===== src/periph_pkg.sv =====
// peripheral cluster package: bus widths, register offsets, bus and ramp command types
`default_nettype none

package periph_pkg;

    parameter int addr_width = 16; // bus address
    parameter int data_width = 8;  // bus data and every register

    // register offsets inside one pwm peripheral
    parameter logic [addr_width-1:0] off_period = 16'd0;
    parameter logic [addr_width-1:0] off_duty   = 16'd1;

    // one bus cycle, 26 bits
    typedef struct packed {
        logic                  enable;   // active this clock
        logic                  write_en;
        logic [addr_width-1:0] addr;
        logic [data_width-1:0] wdata;
    } bus_req_t;

    // ramp request from the outside, 48 bits
    typedef struct packed {
        logic [addr_width-1:0] addr;        // target duty register
        logic [data_width-1:0] start_duty;
        logic [data_width-1:0] end_duty;
        logic [15:0]           step_cycles; // clocks between writes
    } ramp_cmd_t;

endpackage

`default_nettype wire


===== src/bus_arbiter.sv =====
// fixed-priority arbiter putting the host port or the ramp engine onto the shared bus
`timescale 1ns/10ps
`default_nettype none

module bus_arbiter (
    input  wire                   clk,
    input  wire                   reset,
    input  periph_pkg::bus_req_t  host_req,
    input  periph_pkg::bus_req_t  ramp_req,
    output logic                  ramp_grant,
    output periph_pkg::bus_req_t  bus
);

    // host always wins, ramp only gets idle host cycles
    always_comb
    begin
        if (host_req.enable)
        begin
            bus        = host_req;
            ramp_grant = 1'b0;
        end
        else
        begin
            bus        = ramp_req;
            ramp_grant = ramp_req.enable;
        end
    end

    // a stalled ramp write must be presented again unchanged
    a_ramp_hold : assert property (
        @(posedge clk) disable iff (!reset)
        (ramp_req.enable && !ramp_grant) |=> (ramp_req == $past(ramp_req))
    );

endmodule

`default_nettype wire


===== src/pwm_core.sv =====
// pwm core with period counter, duty compare and restart when the settings change
`timescale 1ns/10ps
`default_nettype none

module pwm_core #(
    parameter int width = periph_pkg::data_width
) (
    input  wire              clk,
    input  wire              reset,
    input  wire [width-1:0]  period,
    input  wire [width-1:0]  duty,
    output logic             out
);

    logic [width-1:0]   count;
    logic [2*width-1:0] prev_settings; // period and duty seen last clock
    logic               change;

    assign change = {period, duty} != prev_settings;

    always_ff @(posedge clk)
    begin
        if (!reset)
        begin
            prev_settings <= '0;
        end
        else
        begin
            prev_settings <= {period, duty};
        end
    end

    // counts 0..period, so one period is period+1 clocks
    always_ff @(posedge clk)
    begin
        if (!reset)
        begin
            count <= '0;
        end
        else if (change || count >= period)
        begin
            count <= '0; // restart from the top, output high again
        end
        else
        begin
            count <= count + 1'b1;
        end
    end

    // duty 0 is flat low, duty past the period is flat high
    always_comb
    begin
        if (duty == '0)
        begin
            out = 1'b0;
        end
        else if (duty > period)
        begin
            out = 1'b1;
        end
        else
        begin
            out = count < duty;
        end
    end

    // a new setting starts its period high unless duty is zero
    a_restart_high : assert property (
        @(posedge clk) disable iff (!reset)
        change |=> (duty == '0 || out)
    );

endmodule

`default_nettype wire


===== src/pwm_periph.sv =====
// pwm peripheral: period and duty registers on the shared bus driving one pwm core
`timescale 1ns/10ps
`default_nettype none

module pwm_periph #(
    parameter logic [periph_pkg::addr_width-1:0] base_addr = 16'hff1a
) (
    input  wire                                 clk,
    input  wire                                 reset,
    input  periph_pkg::bus_req_t                bus,
    output logic [periph_pkg::data_width-1:0]   rdata,
    output logic                                out
);

    localparam logic [periph_pkg::addr_width-1:0] period_addr = base_addr + periph_pkg::off_period;
    localparam logic [periph_pkg::addr_width-1:0] duty_addr   = base_addr + periph_pkg::off_duty;

    logic [periph_pkg::data_width-1:0] period;
    logic [periph_pkg::data_width-1:0] duty;
    logic                              hit_period;
    logic                              hit_duty;

    // address decode
    assign hit_period = bus.enable && (bus.addr == period_addr);
    assign hit_duty   = bus.enable && (bus.addr == duty_addr);

    always_ff @(posedge clk)
    begin
        if (!reset)
        begin
            period <= '0;
            duty   <= '0;
        end
        else if (bus.write_en)
        begin
            if (hit_period)
            begin
                period <= bus.wdata;
            end
            if (hit_duty)
            begin
                duty <= bus.wdata;
            end
        end
    end

    // readback is zero unless addressed, so the top can OR the slaves
    always_comb
    begin
        if (hit_period)
        begin
            rdata = period;
        end
        else if (hit_duty)
        begin
            rdata = duty;
        end
        else
        begin
            rdata = '0;
        end
    end

    pwm_core #(
        .width (periph_pkg::data_width)
    ) core0 (
        .clk    (clk),
        .reset  (reset),
        .period (period),
        .duty   (duty),
        .out    (out)
    );

endmodule

`default_nettype wire


===== src/pwm_ramp.sv =====
// ramp engine stepping a duty register from a start to an end value with timed writes
`timescale 1ns/10ps
`default_nettype none

module pwm_ramp (
    input  wire                    clk,
    input  wire                    reset,
    input  wire                    start,
    input  periph_pkg::ramp_cmd_t  cmd,
    input  wire                    grant,
    output periph_pkg::bus_req_t   req,
    output logic                   busy
);

    periph_pkg::ramp_cmd_t             cmd_q;   // latched on start
    logic [periph_pkg::data_width-1:0] cur;     // value being written
    logic [15:0]                       timer;
    logic                              pending; // write waiting for grant

    always_comb
    begin
        req.enable   = pending;
        req.write_en = 1'b1;
        req.addr     = cmd_q.addr;
        req.wdata    = cur;
    end

    // latch the command, step cur toward end_duty after each grant
    always_ff @(posedge clk)
    begin
        if (start && !busy)
        begin
            cmd_q <= cmd;
            cur   <= cmd.start_duty;
        end
        else if (pending && grant && cur != cmd_q.end_duty)
        begin
            if (cmd_q.end_duty > cur)
            begin
                cur <= cur + 1'b1; // ramp up
            end
            else
            begin
                cur <= cur - 1'b1; // ramp down
            end
        end
    end

    always_ff @(posedge clk)
    begin
        if (!reset)
        begin
            busy    <= 1'b0;
            pending <= 1'b0;
            timer   <= '0;
        end
        else if (!busy)
        begin
            if (start)
            begin
                busy    <= 1'b1;
                pending <= 1'b1; // start value goes out first
            end
        end
        else if (pending)
        begin
            if (grant)
            begin
                pending <= 1'b0;
                timer   <= cmd_q.step_cycles; // wait counts from the grant
                if (cur == cmd_q.end_duty)
                begin
                    busy <= 1'b0;
                end
            end
        end
        else if (timer <= 16'd1)
        begin
            pending <= 1'b1;
        end
        else
        begin
            timer <= timer - 1'b1;
        end
    end

    a_req_busy : assert property (
        @(posedge clk) disable iff (!reset)
        req.enable |-> busy
    );

endmodule

`default_nettype wire


===== src/pwm_subsys.sv =====
// pwm subsystem top joining host port, ramp engine, arbiter and two pwm peripherals
`timescale 1ns/10ps
`default_nettype none

module pwm_subsys #(
    parameter logic [periph_pkg::addr_width-1:0] base_addr0 = 16'hff1a,
    parameter logic [periph_pkg::addr_width-1:0] base_addr1 = 16'hff1c
) (
    input  wire                                 clk,
    input  wire                                 reset,
    input  periph_pkg::bus_req_t                host_req,
    output logic [periph_pkg::data_width-1:0]   rdata,
    input  wire                                 ramp_start,
    input  periph_pkg::ramp_cmd_t               ramp_cmd,
    output logic                                ramp_busy,
    output logic [1:0]                          pwm_out
);

    periph_pkg::bus_req_t              ramp_req;
    periph_pkg::bus_req_t              bus;
    logic                              ramp_grant;
    logic [periph_pkg::data_width-1:0] rdata0;
    logic [periph_pkg::data_width-1:0] rdata1;

    assign rdata = rdata0 | rdata1; // unaddressed slaves return zero

    bus_arbiter arb0 (
        .clk        (clk),
        .reset      (reset),
        .host_req   (host_req),
        .ramp_req   (ramp_req),
        .ramp_grant (ramp_grant),
        .bus        (bus)
    );

    pwm_ramp ramp0 (
        .clk   (clk),
        .reset (reset),
        .start (ramp_start),
        .cmd   (ramp_cmd),
        .grant (ramp_grant),
        .req   (ramp_req),
        .busy  (ramp_busy)
    );

    pwm_periph #(.base_addr(base_addr0)) pwm0 (
        .clk   (clk),
        .reset (reset),
        .bus   (bus),
        .rdata (rdata0),
        .out   (pwm_out[0])
    );

    pwm_periph #(.base_addr(base_addr1)) pwm1 (
        .clk   (clk),
        .reset (reset),
        .bus   (bus),
        .rdata (rdata1),
        .out   (pwm_out[1])
    );

endmodule

`default_nettype wire


===== config.mk =====
export PLATFORM = sky130hd
export DESIGN_NAME = pwm_subsys
export DESIGN_NICKNAME = d
export VERILOG_FILES = /design/src/periph_pkg.sv /design/src/bus_arbiter.sv /design/src/pwm_core.sv /design/src/pwm_periph.sv /design/src/pwm_ramp.sv /design/src/pwm_subsys.sv
export SDC_FILE = /design/constraint.sdc
export NUM_CORES = 1
export LEC_CHECK = 0
export ABC_AREA = 1
export BUFFER_PORTS_ARGS = -buffer_cell sky130_fd_sc_hd__buf_2
export CORE_MARGIN = 4
export CORE_UTILIZATION = 40
export CTS_CLUSTER_SIZE = 40
export DETAILED_ROUTE_END_ITERATION = 6
export GPL_ROUTABILITY_DRIVEN = 0
export GPL_TIMING_DRIVEN = 0
export PLACE_DENSITY = 0.54
export RECOVER_POWER = 100
export SLEW_MARGIN = 15
export SYNTH_ARGS = -nofsm -noshare
export SYNTH_HDL_FRONTEND = slang
export SYNTH_SLANG_ARGS = --single-unit

===== constraint.sdc =====
create_clock -name clk -period 3.9 [get_ports clk]
set_input_delay 0 -clock clk [delete_from_list [all_inputs] [get_ports clk]]
set_output_delay 0 -clock clk [all_outputs]
set_load 0.1 [all_outputs]

==> results of run 1 <==
[routing by layer]
metal / share of wire / vias up
li1: - / 3761
met1: 0.49 / 3104
met2: 0.46 / 138
met3: 0.042 / 25
met4: 0.013 / 0
met5: 0 / -
[logic make-up after synthesis]
family          Yosys count
compound gates          149
fa+ha+maj                66
xor+xnor                 27
flops                   146
simple gates            509
buf+inv                 184
[cells in the final DEF, fill, tap and decap left out, types with 16 or more instances in the layout]
master,Yosys,final
nand2_1,237,238
nor2_1,191,191
inv_1,156,156
dfxtp_1,98,98
o21ai_0,70,82
buf_2,4,75
ha_1,65,65
dlygate4sd3_1,0,49
edfxtp_1,48,48
nand3_1,40,44
a21oi_1,39,39
clkbuf_1,12,31
clkbuf_16,0,17
xor2_1,16,16
[sequential cells by signal, indices dropped and copies added, names as in the netlist]
name,cells
ramp0.cmd_q,24
pwm1.period,8
pwm1.core0.prev_settings,16
pwm0.duty,8
pwm0.core0.prev_settings,16
pwm1.core0.count,8
ramp0.timer,16
ramp0.pending,1
ramp0.busy,1
pwm0.core0.count,8
pwm1.duty,8
ramp0.req,16
pwm0.period,8
ramp0.cur,8
[final timing paths]
| check | from | to | slack [ns] | cells past startpoint |
|---|---|---|---|---|
| worst min-delay path | host_req[0] | pwm0.duty[0] | 0.07 | 5 |
| worst max-delay path | ramp0.pending | rdata[2] | 0.66 | 8 |
| worst min register to register | pwm1.period[5] | pwm1.core0.prev_settings[13] | 0.42 | 2 |
| worst max register to register | ramp0.cur[7] | ramp0.cur[7] | 0.97 | 15 |
[cells in the mapped netlist, drive strengths merged, types with 2 or more instances]
master	number
clkbuf	12
edfxtp	48
buf	12
dfxtp	98
nand2	238
nor2	194
a21boi	2
a21o	3
nand4	14
o22ai	3
a21oi	39
inv	159
nor3	8
o211ai	3
xnor2	11
or2	6
o21ai	93
xor2	16
a211oi	2
nand3b	4
ha	65
nand3	44
[final cells by class]
type,count,area [um2]
Sequential cell,146,3400
Inverter,160,606
Clock inverter,15,121
Timing Repair Buffer,136,910
Tap cell,265,332
Clock buffer,17,425
Multi-Input combinational cell,751,3910
Fill cell,2034,9830
Buffer,24,114
[report_power, final]
group          internal [mW]  switching [mW]  total [mW]
Clock                  0.827           0.710        1.54
Sequential              1.69          0.0667        1.76
Combinational          0.408           0.627        1.04
[stage by stage]
stage               hold slack [ns]   util  power [mW]
CTS                          0.0640  0.504        4.37
floorplan                    0.0989      -        2.53
detailed placement            0.178  0.451        2.80
global route                  0.104  0.500        4.62
finish                       0.0743  0.500        4.33
global placement              0.176  0.450        2.78
[worst max-delay path, stage by stage, from the launching register on]
cell	delay, ns
dfxtp_1	0.30
buf_2	0.22
nand2_1	0.09
o21ai_0	0.44
nand4_1	0.50
nor2_1	0.21
nor2_1	0.08
nand2_1	0.10
clkbuf_1	0.87
==> metrics.cfg, run 1 <==
[status]
status=finished clean

[yosys]
synthTopCellsByArea=dfxtp_1 (24%), edfxtp_1 (18%), nand2_1 (11%)
synthMuxAreaShare=0
yosys_register_bits=146
synth_ff_type=dfxtp_1
synth_edf_count=48
yosys.area_share.adder=0.103
synth_seq_area_share=0.421
postSynthCellCount=1081
synth_cell_types=40
synth_xor_area_frac=0.0293
synthesis.nets=1224
synth_area_um2=8080
synth_top_area_cell=dfxtp_1
syn-mean-instance-area_um2=7.48
async_flop_share=0
synth_compound_area_frac=0.0977
synth-simple-area-share=0.257
yosysTopAreaCellShare=0.243
yosysWarnings=0
synth_top_family_by_area=simple AND/OR/NAND/NOR gates

[route]
dr.first_iter.drc_count=363
viasPerCell=4.64
first_pass_iters=5
routed_wl_mm=20.6
drc_errors=0
via_count=7028
ant_nets=0
avgRoutedWirePerCell_um=13.6

[placement]
dp.cells=1433
hpwl_mm=15.4
place_area_um2=8870
place_ws_ns=0.915
port_buffers=86

[global_route]
busiest_layer=met2
track_usage=0.190
use_met3=0.0409
grt_pass1_wl_mm=33.7
met2_usage=0.302
grt_max_degree=26
antenna_found_initial=0
grt_pass1_vias=6731
use_met1=0.263
grt-ovfl-total=0

[cts]
ctsHoldBuffers=49
clk_pin_slew_ns=0.06
clock_latency_ns=0.43
clockBufferDepth=2
cts.sinks=146
cts_tree=built
cts-htree-levels=4
cts_buffers=17
cts_root_buf=clkbuf_16
cts-resized-gates=0
postCtsSetupBuffers=0

[pwr]
power_density_nw_per_um2=441
p_leak_nw=4.66
peakVddDrop_uv=414

[sta]
fmax_mhz=308
fin_ws_ns=0.658
period_minus_slack_ns=3.24
worst_pin_slew_ns=1.35
max_slew_margin=0.101
final.setup.tns_ns=0
finClkSkew_ns=0.0138
grt_setup_unrepaired=false
slew_violations=0
setup_viol=0
finalCritPeriodShare=0.831
hold_viol_final=0

[worst_setup_path]
start_kind=register
path_class=register to output pin
worstPathRequired_ns=3.90
crit_fanout=10
cp-end-kind=output pin
critical_path_arrival_ns=3.24

[layout]
design_area_um2=9820
fin_cells=1514
drive_gt1_frac=0.0985
diodes=0
final_nets=1379
synthToLayoutAreaGrowth_pct=21.5

[floorplanning]
initial_core_util=0.411
core_um2=19700
rows=51
ios=88
die_w_um=150
die_y_um=150
die_area_um2=22500

[worst_hold_path]
hold_path.class=input port to register

[flow_run]
max-cap-violations=0

(Power assumes the default switching activity.)
==> run 2: changes to the inputs <==
--- a/config.mk
+++ b/config.mk
@@ -13,7 +13,7 @@
 export DETAILED_ROUTE_END_ITERATION = 6
 export GPL_ROUTABILITY_DRIVEN = 0
 export GPL_TIMING_DRIVEN = 0
-export PLACE_DENSITY = 0.54
+export PLACE_DENSITY = 0.56
 export RECOVER_POWER = 100
 export SLEW_MARGIN = 15
 export SYNTH_ARGS = -nofsm -noshare
==> constraint.sdc (replaced) <==
create_clock -name clk -period 2.7 [get_ports clk]
set_input_delay 0 -clock clk [delete_from_list [all_inputs] [get_ports clk]]
set_output_delay 0 -clock clk [all_outputs]
set_load 0.1 [all_outputs]
==> metrics.cfg, run 2 (same netlist as run 1, synthesis figures left out) <==
[sta]
grt_setup_unrepaired=true
hold_viol_final=0
finClkSkew_ns=0.0172
period_minus_slack_ns=2.61
finalCritPeriodShare=0.966
fmax_mhz=383
fin_ws_ns=0.0907
final.setup.tns_ns=0
slew_violations=0
hold_slack_ns=0.0817
max_slew_margin=0.320
worst_pin_slew_ns=1.02
setup_viol=0

[cts]
cts_root_buf=clkbuf_16
clk_pin_slew_ns=0.07
cts-htree-levels=4
cts_buffers=17
clockBufferDepth=2
cts.sinks=146
clock_latency_ns=0.43
cts_tree=built

[layout]
layout_common_cells=nand2_1 (235), nor2_1 (191), inv_1 (154)
synthToLayoutAreaGrowth_pct=24.9
top_register=ramp0.cmd_q
largest_reg_flops=24
drive_gt1_frac=0.130
final_core_util=0.514
layout_commonest_cell=nand2_1
final_nets=1392
diodes=0

[global_route]
track_usage=0.193
grt_pass1_wl_mm=34.1
grt_max_degree=50
grt_pass1_vias=6876
grt-ovfl-total=0
antenna_found_initial=1

[pwr]
p_leak_nw=4.81
p_int_mw=4.61
pwr-share-clk=0.352
power_density_nw_per_um2=668
power_mw=6.75
swShare=0.317
peakVddDrop_uv=455
p_seq_frac=0.377
switchingPower_mw=2.14
pwr-share-comb=0.271

[floorplanning]
rows=51
die_area_um2=22500
die_y_um=150
core_um2=19700
ios=88
die_w_um=150
initial_core_util=0.411

[route]
ant_nets=0
via_count=7043
dr.first_iter.drc_count=348
routed_wl_mm=20.8
avgRoutedWirePerCell_um=13.6
first_pass_iters=5
viasPerCell=4.61
drc_errors=0

[status]
status=finished clean

[placement]
hpwl_mm=15.1
port_buffers=86
place_ws_ns=-0.257

[worst_setup_path]
crit_fanout=7
critical_path_arrival_ns=2.80
path_class=register to register
reg2reg_slack_ns=0.09
cp-end-kind=register
worstPathRequired_ns=2.89
rr_worst_depth=15
start_kind=register

[worst_hold_path]
hold_path.class=input port to register
hold_depth=5

[flow_run]
max-cap-violations=0

==> run 2: changes by cell type in the layout (fill, tap and decap cells not counted), moves of 3 or more <==
| cell | change |
|---|---|
| buf_2 | +9 |
| buf_4 | +16 |
| clkbuf_1 | -13 |
| clkinvlp_4 | -4 |
| ha_1 | -7 |
| ha_4 | +6 |
| nand2_1 | -3 |
| o21ai_0 | -9 |
| o21ai_1 | +9 |
==> run 2: stage by stage <==
step | instances | area, um2
after CTS | 1518 | 9970
after detailed placement | 1432 | 8840
final | 1527 | 10100
after global routing | 1527 | 10100
after global placement | 1432 | 8840
after floorplan | 1081 | 8080
==> run 2: worst max-delay path, cell delays in order, from the launching register on <==
cell,delay (ns)
edfxtp_1,0.39
inv_1,0.14
ha_1,0.26
a21o_1,0.18
nor2_1,0.12
nand2_2,0.10
nand2_4,0.15
fa_2,0.23
nand3_1,0.07
nand2_1,0.09
nand2_1,0.07
nand2_1,0.10
a21oi_2,0.07
or2_2,0.28
nand3_1,0.07
nand2_1,0.05
==> run 2: layout make-up <==
cell class / instances / area (um2)
Inverter: 160 / 606
Tap cell: 265 / 332
Timing Repair Buffer: 149 / 1030
Multi-Input combinational cell: 751 / 4010
Fill cell: 1972 / 9560
Clock inverter: 14 / 140
Clock buffer: 18 / 450
Sequential cell: 146 / 3400
Buffer: 24 / 124
==> run 2: path summary, 6_finish.rpt <==
check                  from                      endpoint
max            ramp0.cur[7]                  ramp0.cur[6]
min             host_req[0]                  pwm1.duty[0]
max reg2reg    ramp0.cur[7]                  ramp0.cur[6]
min reg2reg  pwm1.period[5]  pwm1.core0.prev_settings[13]
==> run 2: repair_timing <==
action,CTS,global route
hold buffers,49,0
endpoints found under the setup margin,12,13
resized for setup,2,18
pin swaps,5,5
setup buffers,5,9
endpoints found under the hold margin,50,0
==> run 2: power groups by stage <==
stage / Sequential [mW] / Combinational, mW / Clock, mW
after global routing: 2.55 / 2.12 / 2.53
after CTS: 2.54 / 1.51 / 2.42
after detailed placement: 2.58 / 1.44 / 0
after floorplan: 2.56 / 1.10 / 0
after global placement: 2.58 / 1.42 / 0
final: 2.54 / 1.83 / 2.38
==> run 2: layer usage <==
metal	GRT usage	routed length (um)	up-vias
li1	-	-	3794
met1	0.255	9950	3101
met2	0.326	9780	126
met3	0.0373	809	20
met4	0.0462	221	2
met5	0	12	-
==> run 3: changes to the inputs <==
--- a/config.mk
+++ b/config.mk
@@ -13,8 +13,8 @@
 export DETAILED_ROUTE_END_ITERATION = 6
 export GPL_ROUTABILITY_DRIVEN = 0
 export GPL_TIMING_DRIVEN = 0
-export PLACE_DENSITY = 0.56
-export RECOVER_POWER = 100
+export PLACE_DENSITY = 0.54
+export RECOVER_POWER = 25
 export SLEW_MARGIN = 15
 export SYNTH_ARGS = -nofsm -noshare
 export SYNTH_HDL_FRONTEND = slang
==> constraint.sdc (replaced) <==
create_clock -name clk -period 2.5 [get_ports clk]
set_input_delay 0 -clock clk [delete_from_list [all_inputs] [get_ports clk]]
set_output_delay 0 -clock clk [all_outputs]
set_load 0.1 [all_outputs]
==> metrics.cfg, run 3 (same netlist as run 1, synthesis figures left out) <==
[floorplanning]
core_um2=19700
initial_core_util=0.411
ios=88
die_area_um2=22500
rows=51
die_y_um=150
die_w_um=150

[layout]
largest_reg_flops=24
diodes=0
layout_common_cells=nand2_1 (227), nor2_1 (190), inv_1 (149)
layout_commonest_cell=nand2_1
top_register=ramp0.cmd_q
fin_cells=1543
drive_gt1_frac=0.167
design_area_um2=10400
synthToLayoutAreaGrowth_pct=28.8
final_nets=1408

[route]
avgRoutedWirePerCell_um=13.8
dr.first_iter.drc_count=385
viasPerCell=4.68
first_pass_iters=5
via_count=7214
routed_wl_mm=21.4
drc_errors=0
ant_nets=0

[sta]
fmax_mhz=393
setup_viol=1
fin_ws_ns=-0.0444
finClkSkew_ns=0.0146
slew_violations=0
worst_pin_slew_ns=1.04
finalCritPeriodShare=1.02
final.setup.tns_ns=-0.0444
max_slew_margin=0.305
hold_viol_final=0
period_minus_slack_ns=2.54
grt_setup_unrepaired=true
hold_slack_ns=0.0611

[cts]
clk_pin_slew_ns=0.07
cts.sinks=146
cts_root_buf=clkbuf_16
clock_latency_ns=0.43
cts_tree=built
cts-htree-levels=4
clockBufferDepth=2
cts_buffers=17

[global_route]
use_met3=0.0415
grt_pass1_wl_mm=33.8
met2_usage=0.317
busiest_layer=met2
grt_max_degree=50
grt-ovfl-total=0
use_met1=0.258
antenna_found_initial=1
grt_pass1_vias=6782
track_usage=0.192

[pwr]
power_density_nw_per_um2=771
switchingPower_mw=2.51
p_seq_frac=0.341
pwr-share-comb=0.325
p_leak_nw=4.93
pwr-share-clk=0.333
p_int_mw=5.52
peakVddDrop_uv=813
swShare=0.312

[worst_setup_path]
path_cells=inv_2 > ha_1 > a21o_1 > nor2_1 > nand2_2 > nand2_4 > fa_2 > nand3_2 > nand2_2 > nand2_2 > nand2_2 > a21oi_2 > or2_4 > nand3_2 > nand2_2
slowest_stage=edfxtp_1
path_class=register to register
worstPathRequired_ns=2.69
crit_fanout=6
cp_top_family=simple AND/OR/NAND/NOR gates
slowest_delay_ns=0.41
critPathBufInv=1
critical_path_arrival_ns=2.73
start_kind=register
cpMostUsedCell=nand2_2
cp-end-kind=register

[status]
status=finished with violations
violations=negative setup slack

[placement]
dp.cells=1432
hpwl_mm=15.3
place_area_um2=8860
place_ws_ns=-0.368
port_buffers=86

[worst_hold_path]
hold_path.class=input port to register

[flow_run]
max-cap-violations=0

-- run 3: cell types whose count changed in the layout (fill, tap and decap cells not counted), moves of 6 or more --
cell / previous run / this run
nand2_1: 235 / 227
o21ai_0: 73 / 67
nand3_1: 43 / 36
nand3_2: 1 / 8
nand2_2: 2 / 9
o21ai_1: 19 / 25
clkbuf_1: 18 / 12
buf_4: 18 / 33
-- run 3: timing repair --
action,4_1_cts,5_1_grt
endpoints found under the hold margin,50,0
gates resized for setup,15,39
setup endpoints to repair,15,15
hold buffers,49,0
pin swaps,14,22
buffers inserted,19,11
-- run 3: worst paths after layout --
kind	cells past startpoint	end	slack [ns]	start
worst min register to register	2	pwm1.core0.prev_settings[13]	0.42	pwm1.period[5]
worst min-delay path	5	pwm1.duty[0]	0.06	host_req[0]
worst max register to register	15	ramp0.cur[6]	-0.04	ramp0.cur[7]
worst max-delay path	15	ramp0.cur[6]	-0.04	ramp0.cur[7]
-- run 3: per-stage QoR --
stage                     power [mW]  utilization
after floorplan                 3.99            -
after global placement          4.37        0.451
final                           8.03        0.530
after CTS                       7.43        0.517
after global routing            8.47        0.530
after detailed placement        4.39        0.451
-- run 3: worst min-delay path, delay by kind of cell --
family	cells	cell delay [ns]
simple gates	3	0.28
compound gates	1	0.09
buf+inv	1	0.08
-- run 3: power groups by stage --
stage | logic, mW | clock network, mW | registers, mW
CTS | 1.96 | 2.73 | 2.74
global placement | 1.57 | 0 | 2.80
floorplan | 1.22 | 0 | 2.77
finish | 2.61 | 2.68 | 2.74
global route | 2.89 | 2.83 | 2.75
detailed placement | 1.59 | 0 | 2.80
-- run 3: metal layers --
| metal | wire (um) | up-vias |
|---|---|---|
| met5 | 7 | - |
| met4 | 200 | 2 |
| met3 | 954 | 19 |
| met2 | 9880 | 155 |
| met1 | 10300 | 3200 |
| li1 | - | 3838 |
-- run 3: cell type report --
| class | count | area (um2) |
|---|---|---|
| repair buffers | 165 | 1180 |
| fillers | 1916 | 9240 |
| clock buffers | 20 | 457 |
| clock inverters | 12 | 155 |
| multi-input cells | 751 | 4140 |
| inverters | 160 | 606 |
| well taps | 265 | 332 |
| plain buffers | 24 | 141 |
| flip-flops and latches | 146 | 3400 |
